===== src/design/mat_pkg.sv =====
`default_nettype none

package mat_pkg;

  // unsigned element width
  localparam int DATA_W = 8;

  // array dimension, also the number of lanes per memory word
  localparam int MAT_N = 4;

  // bits needed to pick one row or lane
  localparam int IDX_W = $clog2(MAT_N);

  // one matrix element, sums and products wrap at 2**DATA_W
  typedef logic [DATA_W-1:0] elem_t;

  // one memory word, lane 0 in the low byte
  typedef elem_t [MAT_N-1:0] row_t;

  // accumulator grid, indexed [row][col]
  typedef elem_t [MAT_N-1:0][MAT_N-1:0] grid_t;

endpackage

`default_nettype wire


===== src/design/mem_pkg.sv =====
`default_nettype none

package mem_pkg;

  // memory geometry
  localparam int ADDR_W   = 7;
  localparam int MEM_SIZE = 128;

  typedef logic [ADDR_W-1:0] addr_t;

  // idle address for A and B, last word
  localparam addr_t PARK_ADDR = addr_t'(MEM_SIZE - 1);

  // sequencer states
  typedef enum logic [1:0] {
    ST_IDLE,
    ST_FEED,
    ST_DRAIN,
    ST_DONE
  } seq_state_e;

  // row 0 final: 2 cycles fetch, MAT_N products, MAT_N-1 hops
  localparam int CAPTURE_BASE = 2 * mat_pkg::MAT_N + 1;
  // last capture, one cycle into the C write regs, one for the write itself
  localparam int DONE_CNT = CAPTURE_BASE + mat_pkg::MAT_N + 2;
  localparam int CNT_W    = $clog2(DONE_CNT + 1);

endpackage

`default_nettype wire


===== src/design/mm_array_if.sv =====
`default_nettype none
`timescale 1ns/1ps

interface mm_array_if;

  import mat_pkg::*;

  // skewed operands entering the left column and top row
  row_t a_edge;
  row_t b_edge;
  // zero all accumulators
  logic acc_clear;
  // live accumulator values
  grid_t c_grid;
  // one-cycle write request for a finished row
  logic capture;
  logic [IDX_W-1:0] capture_row;

  // sequencer side
  modport seq (
    output a_edge,
    output b_edge,
    output acc_clear,
    output capture,
    output capture_row
  );

  // pe grid
  modport array (
    input  a_edge,
    input  b_edge,
    input  acc_clear,
    output c_grid
  );

  // result unit
  modport sink (
    input c_grid,
    input capture,
    input capture_row
  );

endinterface

`default_nettype wire


===== src/design/mm_decode.sv =====
`default_nettype none
`timescale 1ns/1ps

module mm_decode (
  input  logic           clk_mem,
  input  logic           reset,
  input  logic           start_mat_mul,
  input  logic           we_a,
  input  logic           we_b,
  input  mem_pkg::addr_t addr_pi,
  output mem_pkg::addr_t a_addr,
  output mem_pkg::addr_t b_addr,
  input  mat_pkg::row_t  a_rd,
  input  mat_pkg::row_t  b_rd,
  output logic           done_mat_mul,
  mm_array_if.seq        arr
);

  import mat_pkg::*;
  import mem_pkg::*;

  seq_state_e       state;
  logic [CNT_W-1:0] cnt;
  logic [CNT_W-1:0] cap_off;
  addr_t            addr_q;
  addr_t            seq_addr;
  logic             fetch_vld;
  row_t             a_q;
  row_t             b_q;

  // host address, one register stage
  // so a host write presents the address one cycle ahead of data and strobe
  always_ff @(posedge clk_mem) begin
    if (reset) begin
      addr_q <= '0;
    end else begin
      addr_q <= addr_pi;
    end
  end

  // sequencer fsm
  // cnt is 0 in the first feed cycle and then counts every cycle
  always_ff @(posedge clk_mem) begin
    if (reset || !start_mat_mul) begin
      state <= ST_IDLE;
      cnt   <= '0;
    end else begin
      case (state)
        ST_IDLE: begin
          state <= ST_FEED;
        end
        ST_FEED: begin
          cnt <= cnt + 1'b1;
          // last word address going out
          if (cnt == CNT_W'(MAT_N - 1)) begin
            state <= ST_DRAIN;
          end
        end
        ST_DRAIN: begin
          cnt <= cnt + 1'b1;
          if (cnt == CNT_W'(DONE_CNT - 1)) begin
            state <= ST_DONE;
          end
        end
        default: begin
          // hold until start falls
          state <= ST_DONE;
        end
      endcase
    end
  end

  // words 0..MAT_N-1 during feed, parked otherwise
  assign seq_addr = (state == ST_FEED) ? addr_t'(cnt) : PARK_ADDR;

  // host write owns the port for that memory
  assign a_addr = we_a ? addr_q : seq_addr;
  assign b_addr = we_b ? addr_q : seq_addr;

  // ram output is valid one cycle after a feed address
  always_ff @(posedge clk_mem) begin
    if (reset) begin
      fetch_vld <= 1'b0;
    end else begin
      fetch_vld <= (state == ST_FEED);
    end
  end

  // second stage of the fetch, zero outside the feed window
  // keeps parked-address junk out of the grid
  always_ff @(posedge clk_mem) begin
    if (reset || !fetch_vld) begin
      a_q <= '0;
      b_q <= '0;
    end else begin
      a_q <= a_rd;
      b_q <= b_rd;
    end
  end

  // skew, lane i delayed by i cycles
  for (genvar i = 0; i < MAT_N; i++) begin : g_lane
    elem_t a_pipe [i+1];
    elem_t b_pipe [i+1];

    assign a_pipe[0] = a_q[i];
    assign b_pipe[0] = b_q[i];

    for (genvar s = 1; s <= i; s++) begin : g_stage
      always_ff @(posedge clk_mem) begin
        a_pipe[s] <= a_pipe[s-1];
        b_pipe[s] <= b_pipe[s-1];
      end
    end

    assign arr.a_edge[i] = a_pipe[i];
    assign arr.b_edge[i] = b_pipe[i];
  end

  // accumulators held at zero between runs
  assign arr.acc_clear = (state == ST_IDLE);

  // row r of the grid is final at CAPTURE_BASE + r
  assign cap_off         = cnt - CNT_W'(CAPTURE_BASE);
  assign arr.capture     = (state == ST_DRAIN) && (cnt >= CNT_W'(CAPTURE_BASE))
                           && (cap_off < CNT_W'(MAT_N));
  assign arr.capture_row = cap_off[IDX_W-1:0];

  // level done, dropped as soon as start is released
  assign done_mat_mul = (state == ST_DONE) && start_mat_mul;

endmodule

`default_nettype wire


===== src/flat_wrapper.sv =====
// flat-port wrapper written by rule: the top's interface ports become plain ports
module mm_decode_flat import mat_pkg::*; import mem_pkg::*;
  (clk_mem, reset, start_mat_mul, we_a, we_b, addr_pi, a_addr, b_addr, a_rd, b_rd, done_mat_mul, arr_a_edge, arr_b_edge, arr_acc_clear, arr_capture, arr_capture_row);
  mm_array_if arr_i ();
  input  logic clk_mem;
  input  logic reset;
  input  logic start_mat_mul;
  input  logic we_a;
  input  logic we_b;
  input  mem_pkg::addr_t addr_pi;
  output mem_pkg::addr_t a_addr;
  output mem_pkg::addr_t b_addr;
  input  mat_pkg::row_t a_rd;
  input  mat_pkg::row_t b_rd;
  output logic done_mat_mul;
  output wire logic [$bits(arr_i.a_edge)-1:0] arr_a_edge;
  output wire logic [$bits(arr_i.b_edge)-1:0] arr_b_edge;
  output wire logic [$bits(arr_i.acc_clear)-1:0] arr_acc_clear;
  output wire logic [$bits(arr_i.capture)-1:0] arr_capture;
  output wire logic [$bits(arr_i.capture_row)-1:0] arr_capture_row;
  assign arr_a_edge = arr_i.a_edge;
  assign arr_b_edge = arr_i.b_edge;
  assign arr_acc_clear = arr_i.acc_clear;
  assign arr_capture = arr_i.capture;
  assign arr_capture_row = arr_i.capture_row;
  mm_decode u_core (.clk_mem(clk_mem), .reset(reset), .start_mat_mul(start_mat_mul), .we_a(we_a), .we_b(we_b), .addr_pi(addr_pi), .a_addr(a_addr), .b_addr(b_addr), .a_rd(a_rd), .b_rd(b_rd), .done_mat_mul(done_mat_mul), .arr(arr_i));
endmodule

===== config.mk =====
export PLATFORM = sky130hd
export DESIGN_NAME = mm_decode_flat
export DESIGN_NICKNAME = d
export VERILOG_FILES = /design/src/design/mat_pkg.sv /design/src/design/mem_pkg.sv /design/src/design/mm_array_if.sv /design/src/design/mm_decode.sv /design/src/flat_wrapper.sv
export SDC_FILE = /design/constraint.sdc
export NUM_CORES = 1
export LEC_CHECK = 0
export BUFFER_PORTS_ARGS = -buffer_cell sky130_fd_sc_hd__buf_2
export CAP_MARGIN = 20
export CORE_MARGIN = 2
export CORE_UTILIZATION = 49
export CTS_BUF_LIST = sky130_fd_sc_hd__clkbuf_8 sky130_fd_sc_hd__clkbuf_16
export DETAILED_ROUTE_END_ITERATION = 8
export GPL_TIMING_DRIVEN = 1
export PLACE_DENSITY = 0.76
export SYNTH_ARGS = -nofsm -noshare
export SYNTH_HDL_FRONTEND = slang
export SYNTH_SLANG_ARGS = --single-unit

===== constraint.sdc =====
create_clock -name clk_mem -period 1.82 [get_ports clk_mem]
set_input_delay 0.364 -clock clk_mem [delete_from_list [all_inputs] [get_ports clk_mem]]
set_output_delay 0.364 -clock clk_mem [all_outputs]
set_load 0.005 [all_outputs]

==> flow_metrics.env, run 1 <==
export IMPL_seqPwrFrac_pct=52.0
export IMPL_area_growth_pct=27.1
export IMPL_synth_most_common_cell="dfxtp_1"
export IMPL_max_clock_path_buffers=2
export IMPL_clock_power_share_pct=43.9
export IMPL_wl_per_cell_um=11.5
export IMPL_syn_num_nets=450
export IMPL_crit_chain="inv_2 -> ha_4 -> or2b_1 -> mux2_2 -> buf_2"
export IMPL_grt_pass1_wl_mm=11.1
export IMPL_r2r_slack_ns=0.36
export IMPL_multiInputGateArea_um2=961
export IMPL_hp_class="in2reg"
export IMPL_first_pass_iters=4
export IMPL_synth_compound_area_share_pct=1.23
export IMPL_drive_above_1_share_pct=45.2
export IMPL_max_slew_margin_pct=78.8
export IMPL_cts_sinks=174
export IMPL_die_w_um=103
export IMPL_dp_hpwl_mm=5.11
export IMPL_max_freq_mhz=491
export IMPL_grt_pass1_vias=2479
export IMPL_die_h_um=103
export IMPL_synthArstFlopShare_pct=0
export IMPL_tightest_slew_ns=0.318
export IMPL_outcome="finished with violations"
export IMPL_grt_max_degree=65
export IMPL_maxCapViolCount=0
export IMPL_synth_edf_count=0
export IMPL_leakage_uw=0.00285
export IMPL_die_area_um2=10600
export IMPL_synthSimpleGateAreaFrac_pct=12.2
export IMPL_peakVddDrop_v=0.000665
export IMPL_cp_max_fo=4
export IMPL_antenna_found_initial=0
export IMPL_ys_top_cells_by_count="dfxtp_1, and2_1, buf_4"
export IMPL_r2r_start="u_core.state[0]"
export IMPL_fin_crit_sh_pct=112
export IMPL_core_rowCount=36
export IMPL_synth_cell_type_count=25
export IMPL_stdcell_count=640
export IMPL_p_switching_uw=1700
export IMPL_final_max_slew_viol_count=0
export IMPL_clock_skew_ns=0.00980
export IMPL_ys_flop_type="dfxtp_1"
export IMPL_place_congestion=0.781
export IMPL_reg2reg_depth=5
export IMPL_synth_top_area_share_pct=72.7
export IMPL_worstSetupPathType="reg2out"
export IMPL_rsz0062_at_grt="true"
export IMPL_cp_data_arrival_time_ns=1.67
export IMPL_swShare_pct=22.6
export IMPL_holdWs_ns=0.0480
export IMPL_violations="setup timing"
export IMPL_avgViaCountPerCell=4.16
export IMPL_diodes=0
export IMPL_critPathLaunchType="register"
export IMPL_synth_top_family_by_area="simple AND/OR/NAND/NOR gates"
export IMPL_cp_required_ns=1.46
export IMPL_hold_start="a_rd[18]"
export IMPL_internal_power_uw=5810
export IMPL_synth_xor_area_share_pct=0.549
export IMPL_first_iter_violations=59
export IMPL_core_area_um2=9640
export IMPL_setup_viol=15
export IMPL_postLayoutCoreUtil_pct=63.1
export IMPL_min_to="u_core.a_q[18]"
export IMPL_ys_ff_latch=174
export IMPL_synth_mux_area_share_pct=2.09
export IMPL_seq_area_um2=3490
export IMPL_start_util_pct=49.7
export IMPL_synth_top_cells_by_area="dfxtp_1, and2_1, buf_4"
export IMPL_drc=0
export IMPL_netlist_instances=366
export IMPL_h_tree_depth=4
export IMPL_synth_fa_ha_area_share_pct=2.09
export IMPL_min_path_cells=2
export IMPL_wl_mm=7.38
export IMPL_cts_tree="yes"
export IMPL_p_per_area_nw_per_um2=1230
export IMPL_vias=2662
export IMPL_cp_end_kind="output pin"
export IMPL_finalSetupTns_ns=-2.04
export IMPL_nNetsFinal=578
export IMPL_synth_warnings=0
export IMPL_crit_slowest_cell="dfxtp_2"
export IMPL_overflow=0
export IMPL_period_needed_ns=2.04
export IMPL_setup_slack_ns=-0.216
export IMPL_syn_cell_area_um2=4790
export IMPL_slowest_delay_ns=0.33
export IMPL_avgSynthCellArea_um2=13.1
export IMPL_clock_root_buffer="clkbuf_8"
export IMPL_pre_cts_ws_ns=0.128
export IMPL_num_io_pins=159
export IMPL_placement_io_buffers=158
export IMPL_ant_nets=0
export IMPL_r2r_end="u_core.state[0]"
export IMPL_clk_pin_slew_ns=0.07
export IMPL_clk_latency_ns=0.51
export IMPL_comb_power_share_pct=4.1
export IMPL_yosys_area_top_type="dfxtp_1"
export IMPL_place_inst=602
export IMPL_yosysSeqAreaShare_pct=72.7
export IMPL_cts_made_buffers=17
export IMPL_hold_violations=0
export IMPL_grt_use_total_pct=14.3
export IMPL_fillCellCount=776
[metrics by stage]
step / cell area [µm²] / total power (µW)
floorplan: 4790 / 4120
CTS: 6040 / 7580
detailed placement: 5380 / 4260
finish: 6090 / 7500
global placement: 5380 / 4250
global route: 6090 / 7790
[state kept, by name, summed over array words and instances (netlist names)]
signal                count
u_core.a_q               24
u_core.arr.b_edge        24
u_core.b_q               24
u_core.g_lane.a_pipe     32
u_core.g_lane.b_pipe     32
u_core.fetch_vld          1
u_core.addr_q             7
u_core.state              2
u_core.cnt                4
u_core.arr.a_edge        24
[power by group through the flow]
stage          clock [µW]  sequential (µW)  combinational [µW]
6_report             3290             3900                 311
4_1_cts              3380             3900                 300
2_1_floorplan           0             3980                 141
3_5_place_dp            0             3990                 274
5_1_grt              3540             3900                 345
3_3_place_gp            0             3990                 266
[worst max path at each step]
stage	start	endpoint	slack (ns)	depth (start not counted)
6_report	u_core.state[1]	a_addr[3]	-0.22	5
5_1_grt	u_core.state[1]	b_addr[2]	-0.31	5
4_1_cts	u_core.state[1]	a_addr[3]	-0.24	5
3_5_place_dp	u_core.state[1]	a_addr[3]	0.13	5
3_3_place_gp	u_core.state[1]	a_addr[3]	0.18	5
2_1_floorplan	u_core.state[1]	a_addr[3]	0.31	4
[cell families after synthesis]
logic type	after synthesis
fa+ha+maj	8
flops	174
buf+inv	66
xor+xnor	3
mux	9
simple gates	96
compound gates	10
[cells in the final DEF, fill, tap and decap left out, types with 2 or more instances in the layout]
cell | synthesis | final
nand2_1 | 6 | 6
nor2_1 | 7 | 7
mux2_2 | 8 | 8
nor2b_1 | 11 | 8
clkbuf_16 | 0 | 16
dfxtp_4 | 0 | 2
buf_2 | 1 | 157
clkinvlp_4 | 0 | 2
inv_6 | 0 | 4
xor2_1 | 2 | 2
or2b_1 | 2 | 2
dfxtp_1 | 174 | 170
nor2b_4 | 0 | 3
and2_1 | 65 | 64
ha_2 | 0 | 2
clkinv_4 | 0 | 3
a21oi_2 | 0 | 6
clkinv_8 | 0 | 2
dfxtp_2 | 0 | 2
ha_4 | 0 | 3
ha_1 | 8 | 3
buf_4 | 48 | 7
inv_1 | 9 | 7
inv_8 | 0 | 3
inv_2 | 0 | 2
[final cells by class]
class	instances	area share (%)
Tap cell	133	2.73
Sequential cell	174	57.4
Clock inverter	15	2.43
Timing Repair Buffer	166	14.3
Clock buffer	17	6.81
Inverter	9	0.555
Multi-Input combinational cell	126	15.8
[layer usage]
metal  global-route usage (%)  part of all wire, %  up-vias
met3                     7.46                  9.0        6
met1                     16.0                   41     1199
met4                     6.58                 0.72        0
li1                         -                    -     1338
met2                     22.6                   49      119
met5                        0                    0        -
[critical path: cells and delay by family, from the launching register on]
family / cells / cell delay (ns)
buffers and inverters: 2 / 0.19
flip-flops: 1 / 0.33
adder cells (fa/ha/maj): 1 / 0.14
AND/OR/NAND/NOR: 1 / 0.24
multiplexers: 1 / 0.27
[what timing repair did]
| action | CTS | global route |
|---|---|---|
| pin swaps | 1 | 2 |
| endpoints found under the hold margin | 0 | 0 |
| setup buffers | 5 | 1 |
| setup endpoints to repair | 16 | 17 |
| hold buffers | 0 | 0 |
| gates resized for setup | 20 | 9 |
(Power assumes the default switching activity.)
==> run 2, diff against run 1 <==
Settings changed: GPL_TIMING_DRIVEN 1 to 0, SKIP_CTS_REPAIR_TIMING set to 1.
==> run 2 against run 1 <==
The flow still finishes with violations (setup timing). Die area is the same. Clock skew decreased by 0.0041 ns. Global-route usage up 0.10 points. Clock power is essentially flat. Utilization rose by 3.7 points. Cell area rose by 5.9%. Critical endpoint unchanged. Largest cell class unchanged. Largest power group unchanged.
==> flow_metrics.env, run 2 (synthesized netlist as in run 1, its figures left out) <==
export IMPL_final_cell_mix="dfxtp_1, buf_2, and2_1"
export IMPL_leakage_uw=0.00312
export IMPL_antenna_found_initial=0
export IMPL_stdcell_count=693
export IMPL_start_util_pct=49.7
export IMPL_violations="setup timing"
export IMPL_avgViaCountPerCell=4.06
export IMPL_hold_violations=0
export IMPL_worstSetupPathType="reg2out"
export IMPL_max_slew_margin_pct=62.3
export IMPL_wl_met1_mm=3.14
export IMPL_clock_skew_ns=0.00571
export IMPL_hp_class="in2reg"
export IMPL_setup_slack_ns=-0.249
export IMPL_biggestRegsByFlops="u_core.g_lane.a_pipe (32), u_core.g_lane.b_pipe (32)"
export IMPL_p_switching_uw=1600
export IMPL_drive_above_1_share_pct=49.3
export IMPL_wl_met3_um=630
export IMPL_rsz0062_at_grt="true"
export IMPL_core_area_um2=9640
export IMPL_top_layer="met4"
export IMPL_cp_top_family="flip-flops"
export IMPL_finalSetupTns_ns=-2.16
export IMPL_diodes=0
export IMPL_grt_pass1_vias=2534
export IMPL_grt_use_total_pct=14.4
export IMPL_seqPwrFrac_pct=51.7
export IMPL_first_iter_violations=47
export IMPL_overflow=0
export IMPL_cts_sinks=174
export IMPL_area_growth_pct=34.5
export IMPL_ant_nets=0
export IMPL_period_needed_ns=2.07
export IMPL_fin_crit_sh_pct=114
export IMPL_cp_data_arrival_time_ns=1.70
export IMPL_wl_mm=7.74
export IMPL_slowest_delay_ns=0.36
export IMPL_nNetsFinal=632
export IMPL_maxCapViolCount=0
export IMPL_num_io_pins=159
export IMPL_grt_pass1_wl_mm=11.2
export IMPL_first_pass_iters=4
export IMPL_clock_root_buffer="clkbuf_8"
export IMPL_dr_wl_met2_mm=3.88
export IMPL_placement_io_buffers=156
export IMPL_place_inst=655
export IMPL_final_max_slew_viol_count=0
export IMPL_mostFrequentLayoutCell="dfxtp_1"
export IMPL_internal_power_uw=5960
export IMPL_cp_required_ns=1.46
export IMPL_die_area_um2=10600
export IMPL_wl_per_cell_um=11.2
export IMPL_swShare_pct=21.2
export IMPL_die_h_um=103
export IMPL_cp_end_kind="output pin"
export IMPL_clk_pin_slew_ns=0.07
export IMPL_comb_power_share_pct=4.4
export IMPL_h_tree_depth=4
export IMPL_clock_power_share_pct=44.0
export IMPL_critical_path_buf_inv_count=2
export IMPL_clk_latency_ns=0.50
export IMPL_core_rowCount=36
export IMPL_vias=2816
export IMPL_cts_tree="yes"
export IMPL_place_congestion=0.728
export IMPL_critPathLaunchType="register"
export IMPL_dp_hpwl_mm=5.47
export IMPL_peakVddDrop_v=0.000578
export IMPL_setup_viol=15
export IMPL_die_w_um=103
export IMPL_max_clock_path_buffers=2
export IMPL_crit_slowest_cell="dfxtp_4"
export IMPL_p_per_area_nw_per_um2=1170
export IMPL_grt_max_degree=17
export IMPL_tightest_slew_ns=0.565
export IMPL_cts_made_buffers=17
export IMPL_cp_max_fo=6
export IMPL_max_freq_mhz=483
export IMPL_crit_chain="inv_4 -> ha_4 -> or2b_1 -> mux2_2 -> buf_6"
export IMPL_outcome="finished with violations"
export IMPL_drc=0
## run 2: changes by cell type in the layout (fill, tap and decap cells not counted), sizes merged
cell	delta
bufinv	+1
inv	-3
clkbuf	+9
clkinvlp	+1
clkinv	-1
buf	+46
## run 2: per-layer routing
metal | up-vias | track usage (%)
met5 | - | 0
met1 | 1248 | 15.6
met4 | 0 | 5.77
met2 | 104 | 23.9
met3 | 10 | 7.39
li1 | 1454 | -
## run 2: per-stage QoR
step / area [µm²] / total power [µW] / worst slack, ns / hold slack, ns / utilization [%]
after CTS: 6300 / 7610 / -0.536 / 0.0187 / 65.3
after detailed placement: 5740 / 4280 / 0.0346 / 0.312 / 59.5
after floorplan: 4790 / 4120 / 0.310 / 0.310 / -
after global placement: 5740 / 4270 / 0.0590 / 0.310 / 59.5
final: 6440 / 7560 / -0.249 / 0.0526 / 66.8
after global routing: 6440 / 7860 / -0.332 / 0.0230 / 66.8
## run 2: worst reg2reg max path: cells and delay by family (launching register included)
kind	cells	cell delay (ns)
and+or+nand+nor	2	0.45
DFF	1	0.36
AOI/OAI and AO/OA	1	0.29
adders and majority gates	1	0.19
buffers and inverters	1	0.15
## run 2: area by class of cell
class / instances / area, µm²
Timing Repair Buffer: 163 / 846
Multi-Input combinational cell: 126 / 936
Tap cell: 133 / 166
Inverter: 9 / 36.3
Clock inverter: 13 / 134
Buffer: 57 / 402
Sequential cell: 174 / 3500
Fill cell: 755 / 3200
Clock buffer: 18 / 428
## run 2: worst paths after layout
path / from / to / slack (ns) / cells after the start
worst max register to register: u_core.state[1] / u_core.state[0] / 0.27 / 5
worst max-delay path: u_core.state[1] / a_addr[3] / -0.25 / 5
worst min-delay path: a_rd[2] / u_core.g_lane[0].a_pipe[2] / 0.05 / 2
worst min register to register: u_core.a_q[27] / u_core.g_lane[3].a_pipe[19] / 0.32 / 0
## run 2: power groups by stage
stage                     Combinational (µW)  Sequential [µW]  Clock [µW]
after global routing                     366             3910        3580
after CTS                                294             3910        3410
final                                    329             3900        3320
after detailed placement                 292             3990           0
after global placement                   285             3990           0
after floorplan                          141             3980           0
