$ cat config.mk
export PLATFORM = sky130hd
export DESIGN_NAME = mm_result_flat
export DESIGN_NICKNAME = d
export VERILOG_FILES = /design/src/design/mat_pkg.sv /design/src/design/mem_pkg.sv /design/src/design/mm_array_if.sv /design/src/design/mm_result.sv /design/src/flat_wrapper.sv
export SDC_FILE = /design/constraint.sdc
export NUM_CORES = 1
export LEC_CHECK = 0
export ABC_AREA = 1
export BUFFER_PORTS_ARGS = -buffer_cell sky130_fd_sc_hd__buf_2
export CAP_MARGIN = 20
export CORE_MARGIN = 5
export CORE_UTILIZATION = 38
export CTS_CLUSTER_SIZE = 28
export DETAILED_ROUTE_END_ITERATION = 6
export GPL_TIMING_DRIVEN = 0
export PLACE_DENSITY = 0.87
export SLEW_MARGIN = 20
export SYNTH_ARGS = -nofsm -noshare
export SYNTH_HDL_FRONTEND = slang
export SYNTH_SLANG_ARGS = --single-unit
$ cat constraint.sdc
create_clock -name clk_mem -period 1.14 [get_ports clk_mem]
set_clock_uncertainty 0.1 [all_clocks]
set_input_delay 0.228 -clock clk_mem [delete_from_list [all_inputs] [get_ports clk_mem]]
set_output_delay 0.228 -clock clk_mem [all_outputs]
set_load 0.01 [all_outputs]
$ cat src/design/mat_pkg.sv
`default_nettype none

package mat_pkg;

  // unsigned element width
  localparam int DATA_W = 8;

  // array dimension, also the number of lanes per memory word
  localparam int MAT_N = 4;

  // bits needed to pick one row or lane
  localparam int IDX_W = $clog2(MAT_N);

  // one matrix element, sums and products wrap at 2**DATA_W
  typedef logic [DATA_W-1:0] elem_t;

  // one memory word, lane 0 in the low byte
  typedef elem_t [MAT_N-1:0] row_t;

  // accumulator grid, indexed [row][col]
  typedef elem_t [MAT_N-1:0][MAT_N-1:0] grid_t;

endpackage

`default_nettype wire

$ cat src/design/mem_pkg.sv
`default_nettype none

package mem_pkg;

  // memory geometry
  localparam int ADDR_W   = 7;
  localparam int MEM_SIZE = 128;

  typedef logic [ADDR_W-1:0] addr_t;

  // idle address for A and B, last word
  localparam addr_t PARK_ADDR = addr_t'(MEM_SIZE - 1);

  // sequencer states
  typedef enum logic [1:0] {
    ST_IDLE,
    ST_FEED,
    ST_DRAIN,
    ST_DONE
  } seq_state_e;

  // row 0 final: 2 cycles fetch, MAT_N products, MAT_N-1 hops
  localparam int CAPTURE_BASE = 2 * mat_pkg::MAT_N + 1;
  // last capture, one cycle into the C write regs, one for the write itself
  localparam int DONE_CNT = CAPTURE_BASE + mat_pkg::MAT_N + 2;
  localparam int CNT_W    = $clog2(DONE_CNT + 1);

endpackage

`default_nettype wire

$ cat src/design/mm_array_if.sv
`default_nettype none
`timescale 1ns/1ps

interface mm_array_if;

  import mat_pkg::*;

  // skewed operands entering the left column and top row
  row_t a_edge;
  row_t b_edge;
  // zero all accumulators
  logic acc_clear;
  // live accumulator values
  grid_t c_grid;
  // one-cycle write request for a finished row
  logic capture;
  logic [IDX_W-1:0] capture_row;

  // sequencer side
  modport seq (
    output a_edge,
    output b_edge,
    output acc_clear,
    output capture,
    output capture_row
  );

  // pe grid
  modport array (
    input  a_edge,
    input  b_edge,
    input  acc_clear,
    output c_grid
  );

  // result unit
  modport sink (
    input c_grid,
    input capture,
    input capture_row
  );

endinterface

`default_nettype wire

$ cat src/design/mm_result.sv
`default_nettype none
`timescale 1ns/1ps

module mm_result (
  input  logic           clk_mem,
  input  logic           reset,
  input  logic           rd_en,
  input  mem_pkg::addr_t addr_pi,
  output mem_pkg::addr_t c_addr,
  output mat_pkg::row_t  c_wdata,
  output logic           c_we,
  input  mat_pkg::row_t  c_rd,
  output mat_pkg::row_t  data_from_out_mat,
  mm_array_if.sink       arr
);

  import mem_pkg::*;

  // host read in flight, address stage and ram stage
  logic rd_p1;
  logic rd_p2;

  // c port control
  // capture wins over a host read
  always_ff @(posedge clk_mem) begin
    if (reset) begin
      c_addr <= '0;
      c_we   <= 1'b0;
      rd_p1  <= 1'b0;
      rd_p2  <= 1'b0;
    end else begin
      c_we  <= arr.capture;
      rd_p1 <= rd_en && !arr.capture;
      rd_p2 <= rd_p1;
      if (arr.capture) begin
        // row r goes to address r
        c_addr <= addr_t'(arr.capture_row);
      end else if (rd_en) begin
        c_addr <= addr_pi;
      end
    end
  end

  // row snapshot for the write
  always_ff @(posedge clk_mem) begin
    if (arr.capture) begin
      c_wdata <= arr.c_grid[arr.capture_row];
    end
  end

  // readback register, holds the last row read
  // ready three edges after addr_pi and rd_en
  always_ff @(posedge clk_mem) begin
    if (reset) begin
      data_from_out_mat <= '0;
    end else if (rd_p2) begin
      data_from_out_mat <= c_rd;
    end
  end

endmodule

`default_nettype wire

$ cat src/flat_wrapper.sv
// flat-port wrapper written by rule: the top's interface ports become plain ports
module mm_result_flat import mem_pkg::*;
  (clk_mem, reset, rd_en, addr_pi, c_addr, c_wdata, c_we, c_rd, data_from_out_mat, arr_c_grid, arr_capture, arr_capture_row);
  mm_array_if arr_i ();
  input  logic clk_mem;
  input  logic reset;
  input  logic rd_en;
  input  mem_pkg::addr_t addr_pi;
  output mem_pkg::addr_t c_addr;
  output mat_pkg::row_t c_wdata;
  output logic c_we;
  input  mat_pkg::row_t c_rd;
  output mat_pkg::row_t data_from_out_mat;
  input wire logic [$bits(arr_i.c_grid)-1:0] arr_c_grid;
  input wire logic [$bits(arr_i.capture)-1:0] arr_capture;
  input wire logic [$bits(arr_i.capture_row)-1:0] arr_capture_row;
  assign arr_i.c_grid = arr_c_grid;
  assign arr_i.capture = arr_capture;
  assign arr_i.capture_row = arr_capture_row;
  mm_result u_core (.clk_mem(clk_mem), .reset(reset), .rd_en(rd_en), .addr_pi(addr_pi), .c_addr(c_addr), .c_wdata(c_wdata), .c_we(c_we), .c_rd(c_rd), .data_from_out_mat(data_from_out_mat), .arr(arr_i));
endmodule
==> results of run 1 <==
==> cells by family (layout without fill, tap and decap cells) <==
group                  Yosys count  count (layout)  share of synthesized area [%]
and+or+nand+nor                153             153                           16.1
AOI/OAI and AO/OA              133             133                           21.9
buffers and inverters          102             360                           11.9
DFF                             74              74                           50.1
other                            0               1                              0
==> flip-flops by register name, summed over array words and instances, names as in the netlist <==
name,flops
u_core.c_wdata,32
u_core.c_addr,7
u_core.rd_p1,1
u_core.data_from_out_mat,32
u_core.c_we,1
u_core.rd_p2,1
==> routing by layer <==
metal	part of all wire, %	up-vias	wire [um]
li1	-	2006	-
met1	37	1759	4720
met2	51	206	6450
met3	10	21	1280
met4	2.1	2	262
met5	0.086	-	11
==> worst max path at each step <==
stage / startpoint / end / slack [ps] / cells after the start
finish: u_core.c_wdata[19] / c_wdata[19] / -110 / 1
global route: u_core.c_wdata[19] / c_wdata[19] / -150 / 1
CTS: u_core.c_wdata[19] / c_wdata[19] / -130 / 1
detailed placement: arr_capture / u_core.c_addr[1] / -570 / 6
global placement: arr_capture / u_core.c_addr[1] / -560 / 6
floorplan: arr_capture_row[0] / u_core.c_wdata[29] / 10 / 5
==> stage by stage <==
stage                     instance area [um^2]  utilization (%)  instances  total power [W]
after floorplan                           3600                -        462          0.00358
after global placement                    4970             53.8        832          0.00417
after detailed placement                  4970             53.8        832          0.00419
after CTS                                 5210             56.4        849          0.00633
after global routing                      5440             58.8        850          0.00667
final                                     5440             58.8        850          0.00637
==> cells in the final DEF (no fill, tap or decap), drive strengths merged <==
| master | synthesis | layout |
|---|---|---|
| a21oi | 37 | 37 |
| diode | 0 | 1 |
| edfxtp | 32 | 32 |
| nand2 | 81 | 81 |
| o21ai | 64 | 64 |
| clkbuf | 10 | 25 |
| dlygate4sd3 | 0 | 1 |
| clkinv | 0 | 2 |
| inv | 71 | 72 |
| o211ai | 32 | 32 |
| buf | 21 | 259 |
| nand3 | 4 | 4 |
| dfxtp | 42 | 42 |
| bufinv | 0 | 1 |
| nor2 | 68 | 68 |
==> Yosys cell counts (all sizes together) <==
cell / number / area [um^2]
clkbuf: 10 / 38.8
nand2: 81 / 304
o21ai: 64 / 320
nor2: 68 / 255
nand3: 4 / 20.0
dfxtp: 42 / 841
inv: 71 / 267
buf: 21 / 124
o211ai: 32 / 280
edfxtp: 32 / 961
a21oi: 37 / 185
==> tightest hold or removal path, stage by stage <==
cell    delay [ps]
buf_2           70
nor2_1          30
nor2_1          80
==> repair_timing <==
item / 4_1_cts / 5_1_grt
buffers inserted: 0 / 0
gates resized for setup: 14 / 61
endpoints found under the hold margin: 2 / 0
endpoints found under the setup margin: 73 / 90
hold buffers: 1 / 0
==> final cells by class <==
cell class,count,area share (%)
Antenna cell,1,0.0460
Buffer,31,3.27
Clock buffer,12,3.06
Clock inverter,4,0.852
Inverter,71,4.90
Multi-Input combinational cell,286,25.1
Sequential cell,74,34.0
Tap cell,129,2.97
Timing Repair Buffer,242,25.8
==> power by group through the flow <==
stage | logic (W) | registers (W) | clock network (W)
5_1_grt | 0.00129 | 0.00305 | 0.00233
6_report | 0.00117 | 0.00304 | 0.00217
4_1_cts | 0.00113 | 0.00302 | 0.00219
3_3_place_gp | 0.00110 | 0.00307 | 0
3_5_place_dp | 0.00112 | 0.00308 | 0
2_1_floorplan | 0.000413 | 0.00317 | 0
==> results.cfg, run 1 <==
[critical_path]
crit_chain = buf_2
required_ps = 810
path_buf_inv = 1
critPathMaxFanout = 1
r2r_cells = 4
worstSetupEndpointType = primary output
startpoint_type = flip-flop
slowest_delay_ps = 420
r2r_slack_ps = 60
crit_slowest_cell = edfxtp_1
worstSetupPathType = flip-flop to primary output
critical_path.top_delay_family = flip-flops
worstReg2RegEnd = u_core.data_from_out_mat[23]
arrival_ps = 920
r2r_start = u_core.rd_p2

[floorplanning]
boundaryPins = 245
core_um2 = 9240
die_w_um = 107
rows = 35
die_h_um = 107
dieArea_um2 = 11500
start_util_pct = 38.9

[grt]
grt.busiest_layer = met2
grt.overflow.total = 0
grt_start_max_net_pins = 37
grtUsageTotal_pct = 20.5
grt_pass1_vias = 3864
antenna_found_initial = 2
use_met1_pct = 22.7
grt_use_met3_pct = 6.18
grt_pass1_wl_um = 18500
use_met2_pct = 37.4

[worst_hold_path]
hp-class = input port to flip-flop
worstHoldEndpoint = u_core.data_from_out_mat[27]
hold_depth = 3
min_from = c_rd[27]

[run_status]
status = finished with violations
violations = setup timing

[sta]
slew_viol_final = 0
fin_tns_setup_ps = -1260
worstMarginPinSlew_ps = 480
finalCriticalPeriod_ps = 1250
rsz0062_at_grt = true
setup_viol = 32
timing.hold.ws_ps = 18.3
relSlewSlack_pct = 68.0
fmax_mhz = 803
min_period_over_period_pct = 109
final_hold_viol_count = 0
fin_ws_ps = -105

[yosys]
yosysWarnings = 0
yosys.cell_types.count = 15
syn_avg_cell_area_um2 = 7.78
synthCells = 462
ys_ff_latch = 74
ys_seq_area_share_pct = 50.1
synth_area_um2 = 3600
syn-num-nets = 635

[clock_network]
path_clk_slew_ps = 80
root_buffer = clkbuf_8
htree_levels = 3
tritoncts = built
clk_latency_ps = 330
clockBufferDepth = 2
numCtsBuffers = 9
cts_sinks = 74

[power_and_ir_drop]
netSwitchingPower_w = 0.00165
netSwitchingFraction_pct = 25.8
peakVddDrop_uv = 589
pwr-share-comb_pct = 18.3
power.density_nw_per_um2 = 1170
intPower_w = 0.00472
seqPwrFrac_pct = 47.7
clkPwrFrac_pct = 34.0
cellLeakagePower_nw = 2.91

[final_layout]
regArea_um2 = 1850
nFillCells = 821
fin_nets = 888
drive_gt1_share_pct = 45.6
multi_input_area_um2 = 1370
area_delta_synth_final_pct = 51.2

[routing]
first_iter_violations = 288
wl_per_cell_um = 15.0
antenna_left = 0
drt-pass1-iter-count = 5
drcViolationCount = 0
drt-total-wl_um = 12700
num_vias = 3994
viasPerCell = 4.70

[job]
maxCapViolations = 0

[placement]
numPortBuffers = 241
pre_cts_ws_ps = -570
dp_hpwl_um = 9990
gp_congestion = 0.840
(Power assumes the default switching activity.)
==> run 2, diff against run 1 <==
CORE_UTILIZATION = 42   (was 38)
PLACE_DENSITY = 0.91   (was 0.87)
clock period = 1.4 ns   (was 1.14 ns; I/O delays follow)
==> run 2 against run 1 <==
Against the previous run: the run now ends clean; sequential share of layout area grew 0.95 points; via count is 0.98% lower; sequential power fell by 19%; worst hold slack improved by 5.4 ps; wire length decreased by 5.5%; critical endpoint is now c_wdata[21]; setup slack better by 220 ps; non-clock buffer count down 1; register-to-register slack better by 130 ps; clock power fell by 18%; critical path depth did not move; largest cell class unchanged; total power shrank 20%; cell count shrank 2.9%.
==> results.cfg, run 2 (synthesized netlist as in run 1, its figures left out) <==
[clock_network]
clockBufferDepth = 2
cts_setup_buffers = 0
htree_levels = 3
clk_latency_ps = 330
root_buffer = clkbuf_8
path_clk_slew_ps = 80
cts_hold_buf = 0
cts_sinks = 74
tritoncts = built
numCtsBuffers = 9

[routing]
first_iter_violations = 115
num_vias = 3955
drt-pass1-iter-count = 4
wl_per_cell_um = 14.6
viasPerCell = 4.79
antenna_left = 0
drt-total-wl_um = 12000
drcViolationCount = 0

[floorplanning]
die_w_um = 103
start_util_pct = 43.3
rows = 33
boundaryPins = 245
core_um2 = 8300
die_h_um = 103
dieArea_um2 = 10500

[critical_path]
worstReg2RegEnd = u_core.data_from_out_mat[9]
crit_chain = buf_2
critPathMaxFanout = 1
critical_path.top_delay_family = flip-flops
r2r_slack_ps = 190
slowest_delay_ps = 410
r2r_cells = 3
worstSetupEndpointType = primary output
required_ps = 1020
crit_slowest_cell = edfxtp_1
r2r_start = u_core.rd_p2
path_buf_inv = 1
worstSetupPathType = flip-flop to primary output
startpoint_type = flip-flop
arrival_ps = 900

[grt]
grtUsageTotal_pct = 22.0
antenna_found_initial = 1
grt.overflow.total = 0
grt_start_max_net_pins = 37
grt_pass1_wl_um = 17900
grt_pass1_vias = 3849

[final_layout]
instances_no_fill = 825
reg_top3 = u_core.c_wdata (32), u_core.data_from_out_mat (32), u_core.c_addr (7)
final_cell_mix = 258 x buf_2, 81 x nand2_1, 71 x inv_1, 68 x nor2_1, 62 x o21ai_0
fin_nets = 887
area_delta_synth_final_pct = 43.2
final_util_pct = 62.1
drive_gt1_share_pct = 39.8
nFillCells = 749
layout_commonest_cell = buf_2
multi_input_area_um2 = 1370
regArea_um2 = 1800

[placement]
pre_cts_ws_ps = -243
gp_congestion = 0.841
numPortBuffers = 241
dp_hpwl_um = 9850
placed_cells = 808

[sta]
fin_ws_ps = 116
fmax_mhz = 779
fin_tns_setup_ps = 0
relSlewSlack_pct = 66.4
min_period_over_period_pct = 91.7
slew_viol_final = 0
final_hold_viol_count = 0
setup_viol = 0
rsz0062_at_grt = false
worstMarginPinSlew_ps = 503
finalCriticalPeriod_ps = 1280

[worst_hold_path]
hp-class = input port to flip-flop
worstHoldEndpoint = u_core.rd_p2
hold_depth = 2
min_from = reset

[job]
maxCapViolations = 0

[power_and_ir_drop]
p_total_w = 0.00512
cellLeakagePower_nw = 2.84
peakVddDrop_uv = 383
power.density_nw_per_um2 = 995

[run_status]
status = completed
## run 2: cell types whose count changed in the layout (fill, tap and decap cells not counted), moves of 2 or more
cell,change
clkbuf_4,-2
dfxtp_1,+39
clkbuf_1,+3
buf_6,-28
clkbuf_2,-3
buf_2,+32
dfxtp_2,-39
## run 2: how the worst max path moves through the flow
| stage | to | cells after the start | from | slack (ps) |
|---|---|---|---|---|
| floorplan | u_core.c_wdata[29] | 5 | arr_capture_row[0] | 190 |
| global placement | u_core.c_addr[4] | 4 | arr_capture | -220 |
| detailed placement | u_core.c_addr[6] | 4 | arr_capture | -240 |
| CTS | c_wdata[21] | 1 | u_core.c_wdata[21] | 80 |
| global route | c_wdata[2] | 1 | u_core.c_wdata[2] | 60 |
| finish | c_wdata[21] | 1 | u_core.c_wdata[21] | 120 |
## run 2: through the flow
stage | instance area (um^2) | hold WS, ps
after CTS | 5140 | 2.38
after detailed placement | 4930 | 305
after global placement | 4930 | 295
after floorplan | 3600 | 251
final | 5150 | 23.8
after global routing | 5150 | 4.08
## run 2: report_power, final
part	internal (W)	switching [W]
Sequential	0.00241	0.0000445
Combinational	0.000407	0.000492
Clock	0.000941	0.000827
## run 2: layout make-up
type | count | share of cell area (%)
sequential | 74 | 35.0
multi-input combinational | 286 | 26.5
timing repair buffer | 241 | 23.5
inverter | 71 | 5.17
buffer | 31 | 3.16
clock buffer | 11 | 2.96
tap | 105 | 2.55
clock inverter | 5 | 1.14
antenna | 1 | 0.0486
## run 2: timing repair
action | CTS | global route
resized for setup | 0 | 1
hold endpoints to repair | 0 | 0
endpoints found under the setup margin | 0 | 8
## run 2: routing by layer
metal / up-vias / track usage [%] / share of wire, %
met5: - / 0 / 0
li1: 2002 / - / -
met2: 220 / 39.2 / 49
met3: 35 / 7.85 / 13
met4: 0 / 10.8 / 3.3
met1: 1698 / 22.9 / 35
==> run 3, diff against run 2 <==
SETUP_SLACK_MARGIN = 0.4   (was default)
==> run 3 against run 2 <==
Against the previous run: worst hold slack better by 31 ps; global-route usage up 2.1 points; largest cell class unchanged; critical path type unchanged; critical endpoint is now c_wdata[25]; clock power up 5%.
==> results.cfg, run 3 (synthesized netlist as in run 1, its figures left out) <==
[critical_path]
worstSetupPathType = flip-flop to primary output
path_buf_inv = 1
slowest_delay_ps = 410
required_ps = 1020
critical_path.top_delay_family = flip-flops
crit_slowest_cell = edfxtp_1
startpoint_type = flip-flop
crit_chain = buf_2
worstSetupEndpointType = primary output
critPathMaxFanout = 1
arrival_ps = 910

[routing]
wl_per_cell_um = 17.0
top_layer = met4
viasPerCell = 5.08
first_iter_violations = 155
num_vias = 4234
drcViolationCount = 0
drt-total-wl_um = 14200
met2_length_um = 7360
antenna_left = 0
wl_met1_um = 5050
dr_wl_met3_um = 1400
drt-pass1-iter-count = 5

[final_layout]
fin_nets = 896
area_delta_synth_final_pct = 58.5
final_cell_mix = 209 x buf_2, 81 x nand2_1, 70 x inv_1, 58 x nor2_1, 48 x buf_6
final_util_pct = 68.7
nFillCells = 633
drive_gt1_share_pct = 49.0
reg_top3 = u_core.c_wdata (32), u_core.data_from_out_mat (32), u_core.c_addr (7)
n_antenna_cell = 0
multi_input_area_um2 = 1420
regArea_um2 = 1860
layout_commonest_cell = buf_2
fin_area_um2 = 5700

[sta]
min_period_over_period_pct = 92.1
rsz0062_at_grt = true
fmax_mhz = 775
final_hold_viol_count = 0
slew_viol_final = 0
setup_viol = 0
relSlewSlack_pct = 70.4
worstMarginPinSlew_ps = 443
finalCriticalPeriod_ps = 1290
fin_ws_ps = 110
fin_tns_setup_ps = 0

[grt]
grt_start_max_net_pins = 37
grt_pass1_vias = 4211
antenna_found_initial = 0
grtUsageTotal_pct = 24.1
grt.overflow.total = 0
grt_pass1_wl_um = 19700

[clock_network]
tritoncts = built
numCtsBuffers = 9
root_buffer = clkbuf_8
htree_levels = 3
cts_sinks = 74
clk_latency_ps = 330
path_clk_slew_ps = 80
clockBufferDepth = 2

[placement]
pre_cts_ws_ps = -226
place_area_um2 = 4950
dp_hpwl_um = 10100
gp_congestion = 0.875
numPortBuffers = 241

[worst_hold_path]
hp-class = input port to flip-flop

[job]
maxCapViolations = 0

[floorplanning]
start_util_pct = 43.3
dieArea_um2 = 10500
boundaryPins = 245
rows = 33
die_w_um = 103
core_um2 = 8300
die_h_um = 103

[power_and_ir_drop]
power.density_nw_per_um2 = 944
peakVddDrop_uv = 434
cellLeakagePower_nw = 3.00

[run_status]
status = completed
run 3: changes by cell type in the layout (fill, tap and decap cells not counted), moves of 6 or more:
cell      change
buf_2        -49
buf_4        +10
buf_6        +45
clkbuf_1      -6
dfxtp_1      -41
dfxtp_2      +40
nor2_1       -10
nor2_2        +8
o21ai_0      -26
o21ai_1      +20
o21ai_2       +6
run 3: through the flow:
step	hold WS [ps]	power, W	cells
CTS	32.8	0.00532	826
global route	62.8	0.00559	833
detailed placement	299	0.00343	808
floorplan	251	0.00292	462
finish	54.6	0.00538	833
global placement	297	0.00339	808
run 3: metal layers:
metal  up-vias  GRT usage [%]
met1      1903           26.8
li1       2017              -
met3        35           5.07
met5         -              0
met2       279           44.2
met4         0           10.4
run 3: repair_timing:
| action | in CTS | in global routing |
|---|---|---|
| setup endpoints to repair | 144 | 111 |
| endpoints found under the hold margin | 1 | 0 |
| pin swaps | 0 | 4 |
| gates cloned | 0 | 2 |
| hold buffers | 2 | 0 |
| setup buffers | 0 | 5 |
| gates resized for setup | 86 | 76 |
run 3: final cells by class:
type,count,share of cell area [%]
buffer,31,3.86
clock buffer,11,2.85
clock inverter,5,1.14
inverter,71,4.77
multi-input combinational,286,25.0
sequential,74,32.6
tap,105,2.31
timing repair buffer,250,27.5
run 3: path summary, 6_finish.rpt:
path	cells after the start	to	from	slack [ps]
worst max-delay path	1	c_wdata[25]	u_core.c_wdata[25]	110
worst min-delay path	3	u_core.data_from_out_mat[21]	c_rd[21]	50
worst max register to register	3	u_core.data_from_out_mat[10]	u_core.rd_p2	310
worst min register to register	2	u_core.rd_p2	u_core.rd_p1	330
run 3: power breakdown:
| group | internal [W] | switching (W) |
|---|---|---|
| sequential | 0.00242 | 0.0000663 |
| clock | 0.00100 | 0.000856 |
| combinational | 0.000495 | 0.000539 |
| total | 0.00392 | 0.00146 |
